===== src/verilog/hello_world_macros.svh =====
/*
 * Hello-world register slave constants
 * Register map, bus data width, LED width and DIP synchronizer depth
 */

`ifndef HELLO_WORLD_MACROS_SVH
`define HELLO_WORLD_MACROS_SVH

// ----------------------------------------------------------------------
// Register map
// ----------------------------------------------------------------------
// Byte addresses of the two 32-bit registers
`define HELLO_WORLD_REG_ADDR 32'h0000_0500
`define VLED_REG_ADDR        32'h0000_0504

// ----------------------------------------------------------------------
// Widths and depths
// ----------------------------------------------------------------------
`define AXIL_DATA_W 32
`define VLED_W      16

// Two flops on the asynchronous DIP inputs
`define VDIP_SYNC_STAGES 2

`endif

===== src/verilog/hello_regs_pkg.sv =====
/*
 * Hello-world register types
 * The hello-world word seen as a whole or as bytes, and the LED word
 */

package hello_regs_pkg;

  `include "hello_world_macros.svh"

  // ----------------------------------------------------------------------
  // Register views
  // ----------------------------------------------------------------------
  // Same 32 bits, two decodes
  // word  is used for bus writes and for the LED shadow
  // bytes is used to build the byte-reversed readback
  // bytes[0] is bits 7:0
  typedef union packed {
    logic [`AXIL_DATA_W-1:0]       word;
    logic [`AXIL_DATA_W/8-1:0][7:0] bytes;
  } hello_word_t;

  // Virtual LED or DIP word
  // Same width for the LED shadow, the DIP inputs and the masked output
  typedef logic [`VLED_W-1:0] vled_t;

endpackage


===== src/verilog/axil_pkg.sv =====
/*
 * AXI4-Lite bus types
 * Address, data, strobe and response types shared by the bus-facing
 * blocks, plus the two response codes this slave returns
 */

package axil_pkg;

  `include "hello_world_macros.svh"

  // ----------------------------------------------------------------------
  // Bus fields
  // ----------------------------------------------------------------------
  // Byte address, full 32-bit space
  typedef logic [31:0] axil_addr_t;

  // One data beat
  typedef logic [`AXIL_DATA_W-1:0] axil_data_t;

  // One strobe bit per data byte
  typedef logic [`AXIL_DATA_W/8-1:0] axil_strb_t;

  // BRESP / RRESP encoding
  typedef logic [1:0] axil_resp_t;

  // Only OKAY and SLVERR are ever returned
  localparam axil_resp_t AXIL_RESP_OKAY   = 2'b00;
  localparam axil_resp_t AXIL_RESP_SLVERR = 2'b10;

endpackage


===== src/verilog/hello_world_top.sv =====
/*
 * Hello-world AXI4-Lite register slave
 * Top level of the custom-logic example. Ties the write control, the
 * read control and the register block together. Single-beat accesses
 * only, one write and one read in flight at a time.
 */

`timescale 1ns/1ps

module hello_world_top
  import axil_pkg::*;
  import hello_regs_pkg::*;
(
  input  logic       clk_main_a0,
  input  logic       rst_main_n_sync,

  // Write address channel
  input  logic       awvalid,
  input  axil_addr_t awaddr,
  output logic       awready,

  // Write data channel
  // Strobes are accepted but not used, every write is a full word
  input  logic       wvalid,
  input  axil_data_t wdata,
  input  axil_strb_t wstrb,
  output logic       wready,

  // Write response channel
  output logic       bvalid,
  output axil_resp_t bresp,
  input  logic       bready,

  // Read address channel
  input  logic       arvalid,
  input  axil_addr_t araddr,
  output logic       arready,

  // Read data channel
  output logic       rvalid,
  output axil_data_t rdata,
  output axil_resp_t rresp,
  input  logic       rready,

  // Virtual DIP switches in, masked virtual LEDs out
  input  vled_t      vdip,
  output vled_t      vled
);

  // ----------------------------------------------------------------------
  // Internal wires
  // ----------------------------------------------------------------------
  // Address latched at write-address acceptance
  axil_addr_t wr_addr;

  // Register values presented to the read mux
  axil_data_t hello_swapped;
  vled_t      vled_word;

  // Write handshake and response
  axil_write_ctrl i_write_ctrl (
    .clk_main_a0     (clk_main_a0),
    .rst_main_n_sync (rst_main_n_sync),
    .awvalid         (awvalid),
    .awaddr          (awaddr),
    .wvalid          (wvalid),
    .bready          (bready),
    .awready         (awready),
    .wready          (wready),
    .bvalid          (bvalid),
    .bresp           (bresp),
    .wr_addr         (wr_addr)
  );

  // Read handshake, decode and data mux
  axil_read_ctrl i_read_ctrl (
    .clk_main_a0     (clk_main_a0),
    .rst_main_n_sync (rst_main_n_sync),
    .arvalid         (arvalid),
    .araddr          (araddr),
    .rready          (rready),
    .hello_swapped   (hello_swapped),
    .vled_word       (vled_word),
    .arready         (arready),
    .rvalid          (rvalid),
    .rdata           (rdata),
    .rresp           (rresp)
  );

  // wready doubles as the register write strobe
  hello_world_regs i_regs (
    .clk_main_a0     (clk_main_a0),
    .rst_main_n_sync (rst_main_n_sync),
    .wr_en           (wready),
    .wr_addr         (wr_addr),
    .wdata           (wdata),
    .vdip            (vdip),
    .hello_swapped   (hello_swapped),
    .vled_word       (vled_word),
    .vled            (vled)
  );

endmodule


===== src/verilog/hello_world_regs.sv =====
/*
 * Hello-world register block
 * Holds the hello-world word and returns it byte-reversed, shadows its
 * low half into the virtual LED word and drives the LED outputs masked
 * by the synchronized virtual DIP switches.
 */

`timescale 1ns/1ps

`include "hello_world_macros.svh"

module hello_world_regs
  import axil_pkg::*;
  import hello_regs_pkg::*;
(
  input  logic       clk_main_a0,
  input  logic       rst_main_n_sync,
  input  logic       wr_en,
  input  axil_addr_t wr_addr,
  input  axil_data_t wdata,
  input  vled_t      vdip,
  output axil_data_t hello_swapped,
  output vled_t      vled_word,
  output vled_t      vled
);

  hello_word_t hello_q;

  // DIP synchronizer chain, index 0 sees the raw input
  vled_t       vdip_sync [`VDIP_SYNC_STAGES];

  // ----------------------------------------------------------------------
  // Hello-world register
  // ----------------------------------------------------------------------
  // Full-word writes only, other addresses leave it alone
  always_ff @(posedge clk_main_a0)
  begin
    if (!rst_main_n_sync)
      hello_q.word <= '0;
    else if (wr_en && (wr_addr == `HELLO_WORLD_REG_ADDR))
      hello_q.word <= wdata;
  end

  // Readback with byte 0 in the top lane
  assign hello_swapped = {hello_q.bytes[0], hello_q.bytes[1],
                          hello_q.bytes[2], hello_q.bytes[3]};

  // ----------------------------------------------------------------------
  // Virtual LED shadow
  // ----------------------------------------------------------------------
  // Read-only copy of the low half, one cycle behind
  always_ff @(posedge clk_main_a0)
  begin
    if (!rst_main_n_sync)
      vled_word <= '0;
    else
      vled_word <= hello_q.word[`VLED_W-1:0];
  end

  // ----------------------------------------------------------------------
  // DIP synchronizer and LED output
  // ----------------------------------------------------------------------
  always_ff @(posedge clk_main_a0)
  begin
    if (!rst_main_n_sync)
    begin
      for (int i = 0; i < `VDIP_SYNC_STAGES; i++)
        vdip_sync[i] <= '0;
    end
    else
    begin
      vdip_sync[0] <= vdip;
      for (int i = 1; i < `VDIP_SYNC_STAGES; i++)
        vdip_sync[i] <= vdip_sync[i-1];
    end
  end

  // Switch off any LED whose DIP is low, registered for a clean output
  always_ff @(posedge clk_main_a0)
  begin
    if (!rst_main_n_sync)
      vled <= '0;
    else
      vled <= vled_word & vdip_sync[`VDIP_SYNC_STAGES-1];
  end

endmodule


===== src/verilog/axil_read_ctrl.sv =====
/*
 * AXI4-Lite read control
 * Registers the read address on acceptance, decodes it against the
 * two register addresses and returns data and response one cycle
 * later. Anything else reads as zero with SLVERR.
 */

`timescale 1ns/1ps

`include "hello_world_macros.svh"

module axil_read_ctrl
  import axil_pkg::*;
  import hello_regs_pkg::*;
(
  input  logic       clk_main_a0,
  input  logic       rst_main_n_sync,
  input  logic       arvalid,
  input  axil_addr_t araddr,
  input  logic       rready,
  input  axil_data_t hello_swapped,
  input  vled_t      vled_word,
  output logic       arready,
  output logic       rvalid,
  output axil_data_t rdata,
  output axil_resp_t rresp
);

  // Address accepted, data not yet returned
  logic       ar_pending;
  axil_addr_t araddr_q;

  // Decode results and the selected beat
  logic       hit_hello;
  logic       hit_vled;
  axil_data_t rdata_next;
  axil_resp_t rresp_next;

  // ----------------------------------------------------------------------
  // Read address
  // ----------------------------------------------------------------------
  // Blocked while a read is pending or its data is still waiting
  assign arready = !ar_pending && !rvalid;

  always_ff @(posedge clk_main_a0)
  begin
    if (!rst_main_n_sync)
      ar_pending <= 1'b0;
    else if (arvalid && arready)
      ar_pending <= 1'b1;
    else
      ar_pending <= 1'b0;
  end

  // Capture only on a real handshake
  always_ff @(posedge clk_main_a0)
  begin
    if (arvalid && arready)
      araddr_q <= araddr;
  end

  // ----------------------------------------------------------------------
  // Decode and data select
  // ----------------------------------------------------------------------
  assign hit_hello = (araddr_q == `HELLO_WORLD_REG_ADDR);
  assign hit_vled  = (araddr_q == `VLED_REG_ADDR);

  always_comb
  begin
    rdata_next = '0;
    rresp_next = AXIL_RESP_OKAY;
    if (hit_hello)
      rdata_next = hello_swapped;
    else if (hit_vled)
      // LED word zero-extended to the bus width
      rdata_next = {{(`AXIL_DATA_W-`VLED_W){1'b0}}, vled_word};
    else
      rresp_next = AXIL_RESP_SLVERR;
  end

  // ----------------------------------------------------------------------
  // Read response
  // ----------------------------------------------------------------------
  always_ff @(posedge clk_main_a0)
  begin
    if (!rst_main_n_sync)
      rvalid <= 1'b0;
    else if (ar_pending)
      rvalid <= 1'b1;
    else if (rvalid && rready)
      rvalid <= 1'b0;
  end

  // Beat loaded once per read and held under back-pressure
  always_ff @(posedge clk_main_a0)
  begin
    if (ar_pending)
    begin
      rdata <= rdata_next;
      rresp <= rresp_next;
    end
  end

endmodule


===== src/verilog/axil_write_ctrl.sv =====
/*
 * AXI4-Lite write control
 * Accepts one write address at a time, latches it, passes wvalid
 * through as wready while the write is active and returns an OKAY
 * response. Address decode is left to the register block.
 */

`timescale 1ns/1ps

module axil_write_ctrl
  import axil_pkg::*;
(
  input  logic       clk_main_a0,
  input  logic       rst_main_n_sync,
  input  logic       awvalid,
  input  axil_addr_t awaddr,
  input  logic       wvalid,
  input  logic       bready,
  output logic       awready,
  output logic       wready,
  output logic       bvalid,
  output axil_resp_t bresp,
  output axil_addr_t wr_addr
);

  // Set on address acceptance, cleared when the response is taken
  logic wr_active;

  // ----------------------------------------------------------------------
  // Write address
  // ----------------------------------------------------------------------
  // Free for a new address whenever no write is active
  assign awready = ~wr_active;

  always_ff @(posedge clk_main_a0)
  begin
    if (!rst_main_n_sync)
      wr_active <= 1'b0;
    else if (wr_active && bvalid && bready)
      wr_active <= 1'b0;
    else if (awvalid && awready)
      wr_active <= 1'b1;
  end

  // Address held for the whole write
  always_ff @(posedge clk_main_a0)
  begin
    if (awvalid && awready)
      wr_addr <= awaddr;
  end

  // ----------------------------------------------------------------------
  // Write data and response
  // ----------------------------------------------------------------------
  // Data is taken in the same cycle it is offered
  assign wready = wr_active && wvalid;

  // Response raised after the first data beat, held until bready
  always_ff @(posedge clk_main_a0)
  begin
    if (!rst_main_n_sync)
      bvalid <= 1'b0;
    else if (bvalid && bready)
      bvalid <= 1'b0;
    else if (wready)
      bvalid <= 1'b1;
  end

  // Unmapped writes are dropped silently, so never an error
  assign bresp = AXIL_RESP_OKAY;

endmodule


===== config.mk =====
export PLATFORM = sky130hd
export DESIGN_NAME = hello_world_top
export DESIGN_NICKNAME = d
export VERILOG_FILES = /design/src/verilog/hello_regs_pkg.sv /design/src/verilog/axil_pkg.sv /design/src/verilog/hello_world_top.sv /design/src/verilog/hello_world_regs.sv /design/src/verilog/axil_read_ctrl.sv /design/src/verilog/axil_write_ctrl.sv
export VERILOG_INCLUDE_DIRS = /design/src /design/src/verilog
export SDC_FILE = /design/constraint.sdc
export NUM_CORES = 1
export LEC_CHECK = 0
export BUFFER_PORTS_ARGS = -buffer_cell sky130_fd_sc_hd__clkbuf_2
export CORE_ASPECT_RATIO = 2
export CORE_MARGIN = 2
export CORE_UTILIZATION = 45
export DETAILED_ROUTE_END_ITERATION = 8
export GPL_TIMING_DRIVEN = 0
export HOLD_SLACK_MARGIN = 0.03
export PLACE_DENSITY = 0.69
export SLEW_MARGIN = 20
export SYNTH_ARGS = -nofsm -noshare
export SYNTH_HDL_FRONTEND = slang
export SYNTH_SLANG_ARGS = --single-unit

===== constraint.sdc =====
create_clock -name clk_main_a0 -period 6.89 [get_ports clk_main_a0]
set_input_delay 1.0335 -clock clk_main_a0 [delete_from_list [all_inputs] [get_ports clk_main_a0]]
set_output_delay 1.0335 -clock clk_main_a0 [all_outputs]
set_load 0.05 [all_outputs]

; Word-level counts from Yosys, hierarchy flattened
; Memory sizes are Yosys's and may differ from the RTL's.
; Cells that the tools add are included.
[totals]
reg_bits = 166
latchBits = 0
ram_bits = 32
rom_bits = 0
input_bits = 123
out_inout_bits = 57
word_cells = 44
n_memories = 1
[op_classes]
addsub = 0
n_mul = 0
n_div = 0
n_lt_le_gt_ge = 0
n_eq_ne = 3
shift = 0
mux = 10
n_bitwise = 5
reduce_logical = 14
[memory_table]
columns = memory, depth, word_bits, rd, rd_clocked_by_memory_dff, write_ports, line
row1 = i_regs.vdip_sync, 2, 16, 2, 0, 2, hello_world_regs.sv:30  ; vled_t vdip_sync [`VDIP_SYNC_STAGES];
[ops]
columns = op, count
row1 = 32-bit by 11-bit == test with 1-bit output (second input constant), 3
row2 = 16-bit 2-to-1 mux, 3
row3 = 32-bit 2-to-1 mux, 1
row4 = 16-bit AND, 1
row5 = 1-bit logical AND, 9
row6 = 1-bit 2-to-1 mux, 5
row7 = 2-bit OR reduction, 2
row8 = 1-bit logical NOT, 2
row9 = 2-bit 2-to-1 mux, 1
row10 = 1-bit NOT, 2
row11 = 1-bit OR, 2
row12 = 2-bit nonzero test, 1

; Logic depth before layout (Yosys ltp)
; Gate-level depths: netlist (run 1).
[logic_depth]
ltp_word = 4
depth_mapped = 6

; Hierarchy
; A second synthesis (run 1) with hierarchy kept.
[hier_totals]
cells_unflattened = 490
area_unflattened_um2 = 6896.6
[by_module_without_submodules]
columns = mod, n_inst, cells_each, area_per_inst_um2
row1 = hello_world_regs, 1, 283, 3035.4
row2 = axil_read_ctrl, 1, 162, 2792.7
row3 = axil_write_ctrl, 1, 45, 1068.5

; Worst setup path before layout (run 1)
; OpenSTA, ideal clock, no wires.
[synth_timing]
kind = input to register
startpoint = input port awvalid
endpoint = register i_write_ctrl.wr_addr[0], enable pin
setup_ps = 425
t_arrival_ps = 2481
required_time_ps = 6465
path_slack_ps = 3984
cell_stages = 1
n_path_buf = 0
path_cell_list = nor2b_1
[synth_between]
elab_chain_len = 1
[synth_rtl]
columns = item, line
row1 = "start, declared", hello_world_top.sv:18  ; input logic awvalid,
row2 = 1-bit logical AND, axil_write_ctrl.sv:48  ; if (awvalid && awready)
row3 = "end signal, assigned", axil_write_ctrl.sv:49  ; wr_addr <= awaddr;
row4 = "end, declared", axil_write_ctrl.sv:23  ; output axil_addr_t wr_addr
; No other way between the ends.
; A chain may end at the register's enable or synchronous reset.

; Worst setup path in the final report (run 1)
[layout_timing]
startpoint = register i_read_ctrl.araddr_q[12]
endpoint = register i_read_ctrl.rdata[25] (data pin)
[layout_between]
elab_chain_len = 2
[layout_rtl]
columns = item, line
row1 = "start, declared", axil_read_ctrl.sv:31  ; axil_addr_t araddr_q;
row2 = "start signal, assigned", axil_read_ctrl.sv:59  ; araddr_q <= araddr;
row3 = 32-bit by 11-bit == test with 1-bit output (no line), -
row4 = 32-bit 2-to-1 mux, axil_read_ctrl.sv:72  ; if (hit_hello)
row5 = "end signal, assigned", axil_read_ctrl.sv:99  ; rdata <= rdata_next;
row6 = "end, declared", axil_read_ctrl.sv:25  ; output axil_data_t rdata,
; No other way between the ends.

==> metrics.md, run 1 <==
| Metric | Value |
|---|---|
| Crit-path slowest cell | nor3_1 |
| Power Density | 282.2 mW/mm² |
| Peak supply drop | between 0.15 and 0.2 mV |
| Pin count of the biggest net entering global routing | 33 |
| Clk network pwr share | 38.7% |
| Worst path max stage delay | 840 ps |
| Pre-Repair DR Iteration Count | 4 |
| CTS-repair resized insts | 0 |
| Placed cell count | around 830 |
| Post CTS Setup Buffer Count | 0 |
| CTS tree | yes |
| CTS clk-pin slew, worst paths | roughly 70 ps |
| GR met1 Demand/Resource | 15.62% |
| Drt first-iter violations | 118 |
| Status | finished clean |
| Die height | ~180 µm |
| Data arrival, critical path | between 2000 and 3000 ps |
| CTS sink cnt | 197 |
| Met3 GRT Util | 5.196% |
| Crit-path max FO | 10 |
| Setup TNS | 0 ps |
| Clock root buffer | clkbuf_16 |
| NetSw | between 500 and 600 µW |
| # Max-Cap Violations | 0 |
| Share of cells above drive strength 1 | about 34% |
| Util after Layout | about 58% |
| DRT Wirelength | 13.17 mm |
| Vias in the first global route | 4253 |
| Tot GR Track Use | roughly 18% |
| CTS H-tree depth | 4 |
| First-pass GRT wire length | 20.20 mm |
| Layer with the highest usage | met2 |
| Average wire per standard cell | 15.24 µm |
| Worst min-delay path class | reg2reg |
| Met2 usage | 33.61% |
| Int Pwr | 1.794 mW |
| Worst slew margin | approximately a third |
| Max clock buf depth | 2 |
| Vias per cell | between 4 and 5 |
| Max frequency | 387.1 MHz |
| DRC viols | 0 |
| CORE AREA | 0.01435 mm² |
| Share of the synthesized area in the top cell type | approximately 44% |
| Syn-to-layout area delta | 25.54% |
| Die Wd | 89.56 µm |
| Worst path required time | 7180 ps |
| Total Nets Final | slightly below 800 |
| Initial antenna violation count | 1 |
| Row count | a little over 60 |
| Via Count | around 4000 |
| Clk_lat worst skew | 420 ps |
| Crit path cell chain | nor4b_1 > nand4_1 > nor3_1 > clkbuf_1 > and2_1 |
| Period utilization | 37.50% |
| Final Skew | ~8 ps |
| Ports | 180 |
| Yosys warns | 0 |
| Slew @ Worst Pin | approximately 980 ps |
| GPL Wtd Cong | 0.8267 |
| Final-report hold violation count | 0 |
| Netlist cell types | 29 |
| CP startpoint kind | flip-flop |
| Non-Filler Instances | 864 |
| Critical path class | reg2reg |
| Die Area | 0.01568 mm² |
| Finish-stage setup viols | 0 |
| CTS Buf Count | 17 |
| Ranking of synthesized cells by area | edfxtp_1 (44%), dfxtp_1 (30%), mux2i_1 (7.4%), and2_1 (4.7%), nand2_1 (3.6%) |
| Starting density of the core | ~46% |
| # hold bufs at CTS | 0 |
| Sequential Power Share | between 50% and 60% |
| Synth Cell Area | ~0.0066 mm² |
| GRT overflow | 0 |
| Final slew viol count | 0 |
| Worst setup EP type | flip-flop |
| Sw Ratio | 23.14% |
| Synth area leader | edfxtp_1 |
| Post-layout min period | 2583 ps |
| Antenna Nets Post-Route | 0 |
| FF+latch count, synth | a little under 200 |
| Seq/Total Area, Yosys | between 70% and 80% |
| RSZ-0062 raised after global routing | false |
| Avg Synthesized Cell Area | 14.14 µm² |
| DPL Wire Length | ~10 mm |
| Mapped Cells | 466 |
| Part of the power in combinational logic | 6.1% |
| LEAKAGE | between 3 and 4 nW |
| Port Buffers | 171 |
[critical path: cells and delay by family (launching register included)]
family	cells	cell delay, ps
simple gates	4	1660
flops	1	370
buf+inv	1	410
[sequential cells by signal, indices dropped and copies added (netlist names), 16 cells and up]
signal	count
i_read_ctrl.araddr_q	32
i_read_ctrl.rdata	32
i_regs.hello_q	32
i_regs.vdip_sync	32
i_regs.vled	16
i_regs.vled_word	16
i_write_ctrl.wr_addr	32
[kinds of logic (layout without fill, tap and decap cells)]
family                 count (synthesis)  count (layout)  share of synthesized area, %
AO/OA/AOI/OAI                          3               3                        0.2849
other                                  1               4                       0.05691
multiplexers                          49              49                         7.444
buffers and inverters                 42             245                         3.437
AND/OR/NAND/NOR                      174             174                         14.19
flip-flops                           197             197                         74.59
[cell usage in the layout, fill, tap and decap left out, types with 9 or more instances in the layout]
master / instances
clkbuf_2: 171
dfxtp_1: 99
edfxtp_1: 97
nand2_1: 64
mux2i_1: 49
and2_1: 49
inv_1: 18
nor2_1: 17
and3_1: 17
clkbuf_16: 17
clkbuf_1: 10
nor4_1: 9
[Yosys cell counts]
| cell type | count |
|---|---|
| a31oi_1 | 1 |
| and2_1 | 50 |
| and3_1 | 17 |
| buf_2 | 4 |
| buf_4 | 3 |
| buf_6 | 7 |
| clkbuf_1 | 10 |
| conb_1 | 1 |
| dfxtp_1 | 100 |
| edfxtp_1 | 97 |
| inv_1 | 18 |
| mux2i_1 | 49 |
| nand2_1 | 64 |
| nand2_4 | 1 |
| nand3_1 | 1 |
| nand4_1 | 2 |
| nand4_2 | 1 |
| nor2_1 | 17 |
| nor2b_1 | 2 |
| nor3_1 | 2 |
| nor4_1 | 9 |
| nor4_2 | 2 |
| nor4_4 | 1 |
| nor4b_1 | 2 |
| nor4bb_1 | 1 |
| o21a_1 | 1 |
| o21ai_0 | 1 |
| or2_1 | 1 |
| or4_4 | 1 |
[path summary, 6_finish.rpt]
check                                                        start                                  end  slack (ps)  cells past startpoint
worst max-delay path            i_read_ctrl.araddr_q[12]$_DFFE_PP_  i_read_ctrl.rdata[25]$_SDFFCE_PN0P_        4310                      5
worst min-delay path             i_regs.vdip_sync[0][3]$_SDFF_PN0_   i_regs.vdip_sync[0][19]$_SDFF_PN0_         430                      1
worst max register to register  i_read_ctrl.araddr_q[12]$_DFFE_PP_  i_read_ctrl.rdata[25]$_SDFFCE_PN0P_        4310                      5
worst min register to register   i_regs.vdip_sync[0][3]$_SDFF_PN0_   i_regs.vdip_sync[0][19]$_SDFF_PN0_         430                      1
[per-layer routing]
layer,part of all wire (%),vias up
li1,-,1978
met4,3.5,0
met5,0,-
met3,6.1,23
met2,58,127
met1,33,1831
[power by group through the flow]
stage	clock network (mW)	registers, mW	logic, mW
after floorplan	0	1.35	0.0471
after global placement	0	1.32	0.137
after detailed placement	0	1.32	0.145
after CTS	0.921	1.29	0.145
after global routing	0.973	1.29	0.154
final	0.904	1.29	0.143
[per-stage QoR]
stage | power (mW) | setup slack, ps | hold WS [ps] | instance area [µm²]
2_1_floorplan | 1.396 | 3984 | 411.9 | 6596
3_3_place_gp | 1.454 | 3576 | 415.8 | 7692
3_5_place_dp | 1.460 | 4151 | 416.9 | 7722
4_1_cts | 2.355 | 4145 | 429.2 | 8269
5_1_grt | 2.420 | 4027 | 449.7 | 8272
6_report | 2.334 | 4307 | 428.1 | 8272
[area by class of cell]
type / instances / area, µm²
Antenna cell: 1 / 2.502
Tap cell: 192 / 240.2
Clock inverter: 14 / 121.4
Clock buffer: 17 / 425.4
Multi-Input combinational cell: 229 / 1464
Timing Repair Buffer: 172 / 875.8
Fill cell: 1154 / 6080
Sequential cell: 197 / 4916
Buffer: 24 / 158.9
Inverter: 18 / 67.56
No activity file was read; power rests on OpenSTA's default activity.
==> inputs of run 2 (changes only) <==
- clock period: 6.89 -> 2.7 ns (I/O delays scaled with it)
==> run 2 against run 1 <==
Critical path depth did not move. Cell area hardly changed. Worst hold slack got worse by 270 ps. Worst setup slack worse by 4000 ps. Sequential cell count is the same. Combinational power rose to 2.6 times the previous value. Die area stayed put. Global-route usage grew 0.066 points. Power increased to 2.6 times the previous value. Cell count did not move. Via count up 0.88%. Utilization about the same.
==> metrics.md, run 2 (synthesis gave the netlist of run 1 again) <==
| Metric | Value |
|---|---|
| Sw Ratio | 23.11% (was 23.14%) |
| GPL Wtd Cong | 0.7793 (was 0.8267) |
| Crit path cell chain | nor4_1 > nand4_1 > nor3_2 > clkbuf_1 > and2_1 (was nor4b_1 > nand4_1 > nor3_1 > clkbuf_1 > and2_1) |
| CORE AREA | 0.01435 mm² (unchanged) |
| Via Count | 3994 (was 3959) |
| Worst setup EP type | flip-flop (unchanged) |
| Most common cell after layout, fill and taps aside | clkbuf_2 (unchanged) |
| Crit-path max FO | 10 (unchanged) |
| Area of placed instances | 0.007722 mm² (unchanged) |
| Clock root buffer | clkbuf_16 (unchanged) |
| Post-Place Worst Slack | -48.71 ps (was 4151 ps) |
| CTS-repair resized insts | 1 (was 0) |
| Pin count of the biggest net entering global routing | 33 (unchanged) |
| Final-report hold violation count | 0 (unchanged) |
| Die Wd | 89.56 µm (unchanged) |
| CTS H-tree depth | 4 (unchanged) |
| Tot GR Track Use | 17.76% (was 17.69%) |
| Die height | 175.1 µm (unchanged) |
| Vias per cell | 4.623 (was 4.582) |
| Family with the most delay on the worst path | simple AND/OR/NAND/NOR gates (unchanged) |
| RSZ-0062 raised after global routing | false (unchanged) |
| Post-route cell area | 0.008274 mm² (was 0.008272 mm²) |
| Pwr Total | 5.963 mW (was 2.334 mW) |
| Initial antenna violation count | 0 (was 1) |
| Setup TNS | 0 ps (unchanged) |
| Data arrival, critical path | 2640 ps (was 2870 ps) |
| CTS Buf Count | 17 (unchanged) |
| Drt first-iter violations | 101 (was 118) |
| Worst slew margin | 48.57% (was 33.83%) |
| CP startpoint kind | flip-flop (unchanged) |
| Pre-Repair DR Iteration Count | 6 (was 4) |
| Starting density of the core | 45.91% (unchanged) |
| NetSw | 1.378 mW (was 540.1 µW) |
| Crit-path slowest cell | nor3_2 (was nor3_1) |
| Total Nets Final | 782 (unchanged) |
| LEAKAGE | 3.525 nW (was 3.520 nW) |
| Sequential Power Share | 55.1% (was 55.2%) |
| # Max-Cap Violations | 0 (unchanged) |
| CTS tree | yes (unchanged) |
| DRC viols | 0 (unchanged) |
| Share of cells above drive strength 1 | 33.78% (was 33.53%) |
| Post CTS Setup Buffer Count | 0 (unchanged) |
| CP Buf/Inv Count | 1 (unchanged) |
| Period utilization | 87.03% (was 37.50%) |
| Most frequent cells in the layout | clkbuf_2 (171), dfxtp_1 (99), edfxtp_1 (97) (unchanged) |
| Finish-stage setup viols | 0 (unchanged) |
| DPL Wire Length | 10.67 mm (was 10.47 mm) |
| Setup ws final | 350.1 ps (was 4307 ps) |
| Port Buffers | 171 (unchanged) |
| First-pass GRT wire length | 20.41 mm (was 20.20 mm) |
| # diodes | 0 (was 1) |
| Vias in the first global route | 4329 (was 4253) |
| Worst path required time | 2990 ps (was 7180 ps) |
| Antenna Nets Post-Route | 0 (unchanged) |
| Average wire per standard cell | 15.57 µm (was 15.24 µm) |
| Syn-to-layout area delta | 25.58% (was 25.54%) |
| Worst path max stage delay | 550 ps (was 840 ps) |
| Ports | 180 (unchanged) |
| DRT Wirelength | 13.45 mm (was 13.17 mm) |
| Slew @ Worst Pin | 769.7 ps (was 984.9 ps) |
| Post-layout min period | 2350 ps (was 2583 ps) |
| CTS clk-pin slew, worst paths | 70 ps (about the same) |
| Final Skew | 10.72 ps (was 8.125 ps) |
| Peak supply drop | 0.4686 mV (was 0.1751 mV) |
| Power Density | 720.7 mW/mm² (was 282.2 mW/mm²) |
| Row count | 62 (unchanged) |
| Max clock buf depth | 2 (unchanged) |
| Part of the power in combinational logic | 6.1% (about the same) |
| Critical path class | reg2reg (unchanged) |
| Final slew viol count | 0 (unchanged) |
| GRT overflow | 0 (unchanged) |
| Status | finished clean (unchanged) |
| Int Pwr | 4.585 mW (was 1.794 mW) |
| CTS sink cnt | 197 (unchanged) |
| Max frequency | 425.5 MHz (was 387.1 MHz) |
| # hold bufs at CTS | 0 (unchanged) |
| Clk_lat worst skew | 420 ps (about the same) |
| Clk network pwr share | 38.7% (about the same) |
| Worst min-delay path class | in2reg (was reg2reg) |
| Die Area | 0.01568 mm² (unchanged) |
run 2: power groups by stage:
stage | sequential, mW | combinational [mW] | clock [mW]
final | 3.29 | 0.367 | 2.31
after global routing | 3.30 | 0.395 | 2.49
after CTS | 3.29 | 0.374 | 2.36
after detailed placement | 3.36 | 0.373 | 0
after global placement | 3.36 | 0.350 | 0
after floorplan | 3.44 | 0.121 | 0
run 2: area by class of cell:
class                   count  area, µm²
fillers                  1190       6077
flip-flops and latches    197       4916
multi-input cells         229       1469
repair buffers            172      875.8
clock buffers              18      429.2
well taps                 192      240.2
plain buffers              24      158.9
clock inverters            14      117.6
inverters                  18      67.56
run 2: stage by stage:
stage / hold WS (ps) / utilization [%] / std cells
after floorplan: 411.9 / - / 468
after global placement: 416.9 / 53.61 / 831
after detailed placement: 420.8 / 53.81 / 832
after CTS: 137.5 / 57.65 / 864
after global routing: 133.5 / 57.65 / 864
final: 153.8 / 57.65 / 864
run 2: path summary, 6_finish.rpt:
| kind | startpoint | to | slack [ps] | cells after the start |
|---|---|---|---|---|
| worst max-delay path | i_read_ctrl.araddr_q[18]$_DFFE_PP_ | i_read_ctrl.rdata[25]$_SDFFCE_PN0P_ | 350 | 5 |
| worst min-delay path | awaddr[1] | i_write_ctrl.wr_addr[1]$_DFFE_PP_ | 150 | 1 |
| worst max register to register | i_read_ctrl.araddr_q[18]$_DFFE_PP_ | i_read_ctrl.rdata[25]$_SDFFCE_PN0P_ | 350 | 5 |
| worst min register to register | i_regs.vdip_sync[0][11]$_SDFF_PN0_ | i_regs.vdip_sync[0][27]$_SDFF_PN0_ | 430 | 1 |
run 2: metal layers:
layer	vias to the layer above	GRT usage, %	share of wire (%)
met2	133	34.90	59
met5	-	0	0
li1	1971	-	-
met3	27	4.062	5.9
met1	1863	15.25	31
met4	0	9.142	3.4
==> inputs of run 3 (changes only) <==
- CORE_UTILIZATION: 45 -> 50
- PLACE_DENSITY: 0.69 -> 0.76
==> run 3 against run 2 <==
Non-clock buffer count unchanged. Count of clock-buffer cells in the layout fell by 1. Worst setup slack better by 120 ps. Sequential share of layout area about the same. Utilization up 6.4 points. Register-to-register slack improved by 120 ps. Power rose by 3.0%. Critical path depth unchanged. Combinational power shrank 1%. Clock power increased by 8%. Via count shrank 0.95%.
==> metrics.md, run 3 (synthesis gave the netlist of run 1 again) <==
| Metric | Value |
|---|---|
| Worst setup EP type | flip-flop (unchanged) |
| First-pass GRT wire length | 20.56 mm (was 20.41 mm) |
| Max frequency | 448.5 MHz (was 425.5 MHz) |
| Vias per cell | 4.801 (was 4.623) |
| Final Skew | 8.115 ps (was 10.72 ps) |
| Status | finished clean (unchanged) |
| CP startpoint kind | flip-flop (unchanged) |
| RSZ-0062 raised after global routing | false (unchanged) |
| Average wire per standard cell | 15.70 µm (was 15.57 µm) |
| Critical Path Stages | 5 (unchanged) |
| # Max-Cap Violations | 0 (unchanged) |
| Peak supply drop | 0.5957 mV (was 0.4686 mV) |
| Worst-case reg-to-reg path depth | 5 (unchanged) |
| Worst min-delay path class | in2reg (unchanged) |
| Data arrival, critical path | 2520 ps (was 2640 ps) |
| Sw Ratio | 22.35% (was 23.11%) |
| GRT overflow | 0 (unchanged) |
| NetSw | 1.372 mW (was 1.378 mW) |
| DPL Wire Length | 10.16 mm (was 10.67 mm) |
| CTS H-tree depth | 4 (unchanged) |
| CORE AREA | 0.01292 mm² (was 0.01435 mm²) |
| Crit-path max FO | 10 (unchanged) |
| Drt first-iter violations | 154 (was 101) |
| Share of cells above drive strength 1 | 33.63% (was 33.78%) |
| Worst slew margin | 48.80% (was 48.57%) |
| Port Buffers | 171 (unchanged) |
| Initial antenna violation count | 0 (unchanged) |
| Power Density | 742.5 mW/mm² (was 720.7 mW/mm²) |
| Clk_lat worst skew | 420 ps (about the same) |
| Period utilization | 82.57% (was 87.03%) |
| Storage cell area | 0.004916 mm² (unchanged) |
| LEAKAGE | 3.539 nW (was 3.525 nW) |
| Worst r2r src | i_read_ctrl.araddr_q[31]$_DFFE_PP_ (was i_read_ctrl.araddr_q[18]$_DFFE_PP_) |
| Multi-input gate area | 0.001469 mm² (unchanged) |
| CTS Buf Count | 17 (unchanged) |
| Part of the power in combinational logic | 5.9% (was 6.1%) |
| Final hold slack | 154.3 ps (was 153.8 ps) |
| Critical path class | reg2reg (unchanged) |
| Starting density of the core | 51.00% (was 45.91%) |
| Worst setup startpoint | i_read_ctrl.araddr_q[31]$_DFFE_PP_ (was i_read_ctrl.araddr_q[18]$_DFFE_PP_) |
| Finish-stage setup viols | 0 (unchanged) |
| Final-report hold violation count | 0 (unchanged) |
| Total Nets Final | 782 (unchanged) |
| Placed cell count | 792 (was 832) |
| CTS tree | yes (unchanged) |
| Post-layout min period | 2230 ps (was 2350 ps) |
| Int Pwr | 4.768 mW (was 4.585 mW) |
| Antenna Nets Post-Route | 0 (unchanged) |
| Die Wd | 85.17 µm (was 89.56 µm) |
| Crit path cell chain | nor4_1 > nand4_1 > nor3_2 > clkbuf_1 > and2_1 (unchanged) |
| Die Area | 0.01417 mm² (was 0.01568 mm²) |
| # diodes | 0 (unchanged) |
| Die height | 166.3 µm (was 175.1 µm) |
| Sequential Power Share | 53.5% (was 55.1%) |
| Final slew viol count | 0 (unchanged) |
| Clock root buffer | clkbuf_16 (unchanged) |
| # hold bufs at CTS | 0 (unchanged) |
| Ports | 180 (unchanged) |
| Pre-Repair DR Iteration Count | 4 (was 6) |
| Non-Filler Instances | 824 (was 864) |
| Most frequent cells in the layout | clkbuf_2 (171), dfxtp_1 (99), edfxtp_1 (97) (unchanged) |
| CTS clk-pin slew, worst paths | 70 ps (about the same) |
| Worst path max stage delay | 480 ps (was 550 ps) |
| Syn-to-layout area delta | 25.52% (was 25.58%) |
| Worst path required time | 2990 ps (about the same) |
| Family with the most delay on the worst path | simple AND/OR/NAND/NOR gates (unchanged) |
| CTS sink cnt | 197 (unchanged) |
| DRC viols | 0 (unchanged) |
| Clk network pwr share | 40.6% (was 38.7%) |
| Reg-to-reg slack, setup | 470 ps (was 350 ps) |
| CP Buf/Inv Count | 1 (unchanged) |
| Crit-path slowest cell | nor3_2 (unchanged) |
| Setup TNS | 0 ps (unchanged) |
| Worst setup endpoint | i_read_ctrl.rdata[28]$_SDFFCE_PN0P_ (was i_read_ctrl.rdata[25]$_SDFFCE_PN0P_) |
| Via Count | 3956 (was 3994) |
| Most common cell after layout, fill and taps aside | clkbuf_2 (unchanged) |
| DRT Wirelength | 12.94 mm (was 13.45 mm) |
| Vias in the first global route | 4361 (was 4329) |
| Pin count of the biggest net entering global routing | 33 (unchanged) |
| Post CTS Setup Buffer Count | 0 (unchanged) |
| Critical R2R Capture | i_read_ctrl.rdata[28]$_SDFFCE_PN0P_ (was i_read_ctrl.rdata[25]$_SDFFCE_PN0P_) |
| Max clock buf depth | 2 (unchanged) |
| Row count | 59 (was 62) |
| Slew @ Worst Pin | 766.4 ps (was 769.7 ps) |
| Fillers | 946 (was 1190) |
| GPL Wtd Cong | 0.8110 (was 0.7793) |
| Tot GR Track Use | 19.14% (was 17.76%) |
run 3: cell types whose count changed in the layout (fill, tap and decap cells not counted), moves of 2 or more:
cell and change:
clkinv_2 -2, clkinv_1 +2, bufinv_16 +2, clkinv_4 -2
run 3: routing by layer:
layer  part of all wire, %  wire length, µm  GRT usage (%)
met1                    32             4168          17.34
met2                    57             7367          36.38
met3                   7.1              913          5.964
met4                   3.8              491          9.731
met5                     0                0              0
run 3: worst min path at each step:
stage	from	to	slack, ps	cells past startpoint
6_report	awaddr[24]	i_write_ctrl.wr_addr[24]$_DFFE_PP_	150	1
5_1_grt	araddr[18]	i_read_ctrl.araddr_q[18]$_DFFE_PP_	140	1
4_1_cts	araddr[20]	i_read_ctrl.araddr_q[20]$_DFFE_PP_	140	1
3_5_place_dp	i_regs.vdip_sync[0][3]$_SDFF_PN0_	i_regs.vdip_sync[0][19]$_SDFF_PN0_	420	1
3_3_place_gp	i_regs.vdip_sync[0][3]$_SDFF_PN0_	i_regs.vdip_sync[0][19]$_SDFF_PN0_	420	1
2_1_floorplan	i_regs.vdip_sync[0][0]$_SDFF_PN0_	i_regs.vdip_sync[0][16]$_SDFF_PN0_	410	1
run 3: worst register-to-register path, cell delays in order, from the launching register on:
cell and delay, ps:
edfxtp_1 370, nor4_1 400, nand4_1 230, nor3_2 480, clkbuf_1 420, and2_1 200
run 3: what timing repair did:
action / in CTS / in global routing
hold endpoints to repair: 0 / 0
endpoints found under the setup margin: 0 / 10
resized for setup: 0 / 1
run 3: final cells by class:
cell class	instances	area share, %
well taps	152	2.300
multi-input cells	229	17.76
inverters	18	0.8169
flip-flops and latches	197	59.44
clock buffers	17	5.144
clock inverters	15	2.027
repair buffers	172	10.59
plain buffers	24	1.921
run 3: metrics by stage:
| step | total power, mW | util [%] | area (µm²) | worst slack (ps) |
|---|---|---|---|---|
| 4_1_cts | 6.188 | 63.98 | 8265 | 56.42 |
| 6_report | 6.140 | 64.02 | 8270 | 470.5 |
| 2_1_floorplan | 3.562 | - | 6598 | 167.0 |
| 5_1_grt | 6.349 | 64.02 | 8270 | 215.8 |
| 3_3_place_gp | 3.707 | 59.17 | 7644 | 53.04 |
| 3_5_place_dp | 3.722 | 59.39 | 7672 | 48.32 |
run 3: power by group through the flow:
| stage | registers [mW] | clock network [mW] | logic [mW] |
|---|---|---|---|
| finish | 3.29 | 2.49 | 0.362 |
| global route | 3.30 | 2.66 | 0.390 |
| CTS | 3.29 | 2.53 | 0.369 |
| detailed placement | 3.36 | 0 | 0.367 |
| global placement | 3.36 | 0 | 0.346 |
| floorplan | 3.44 | 0 | 0.121 |
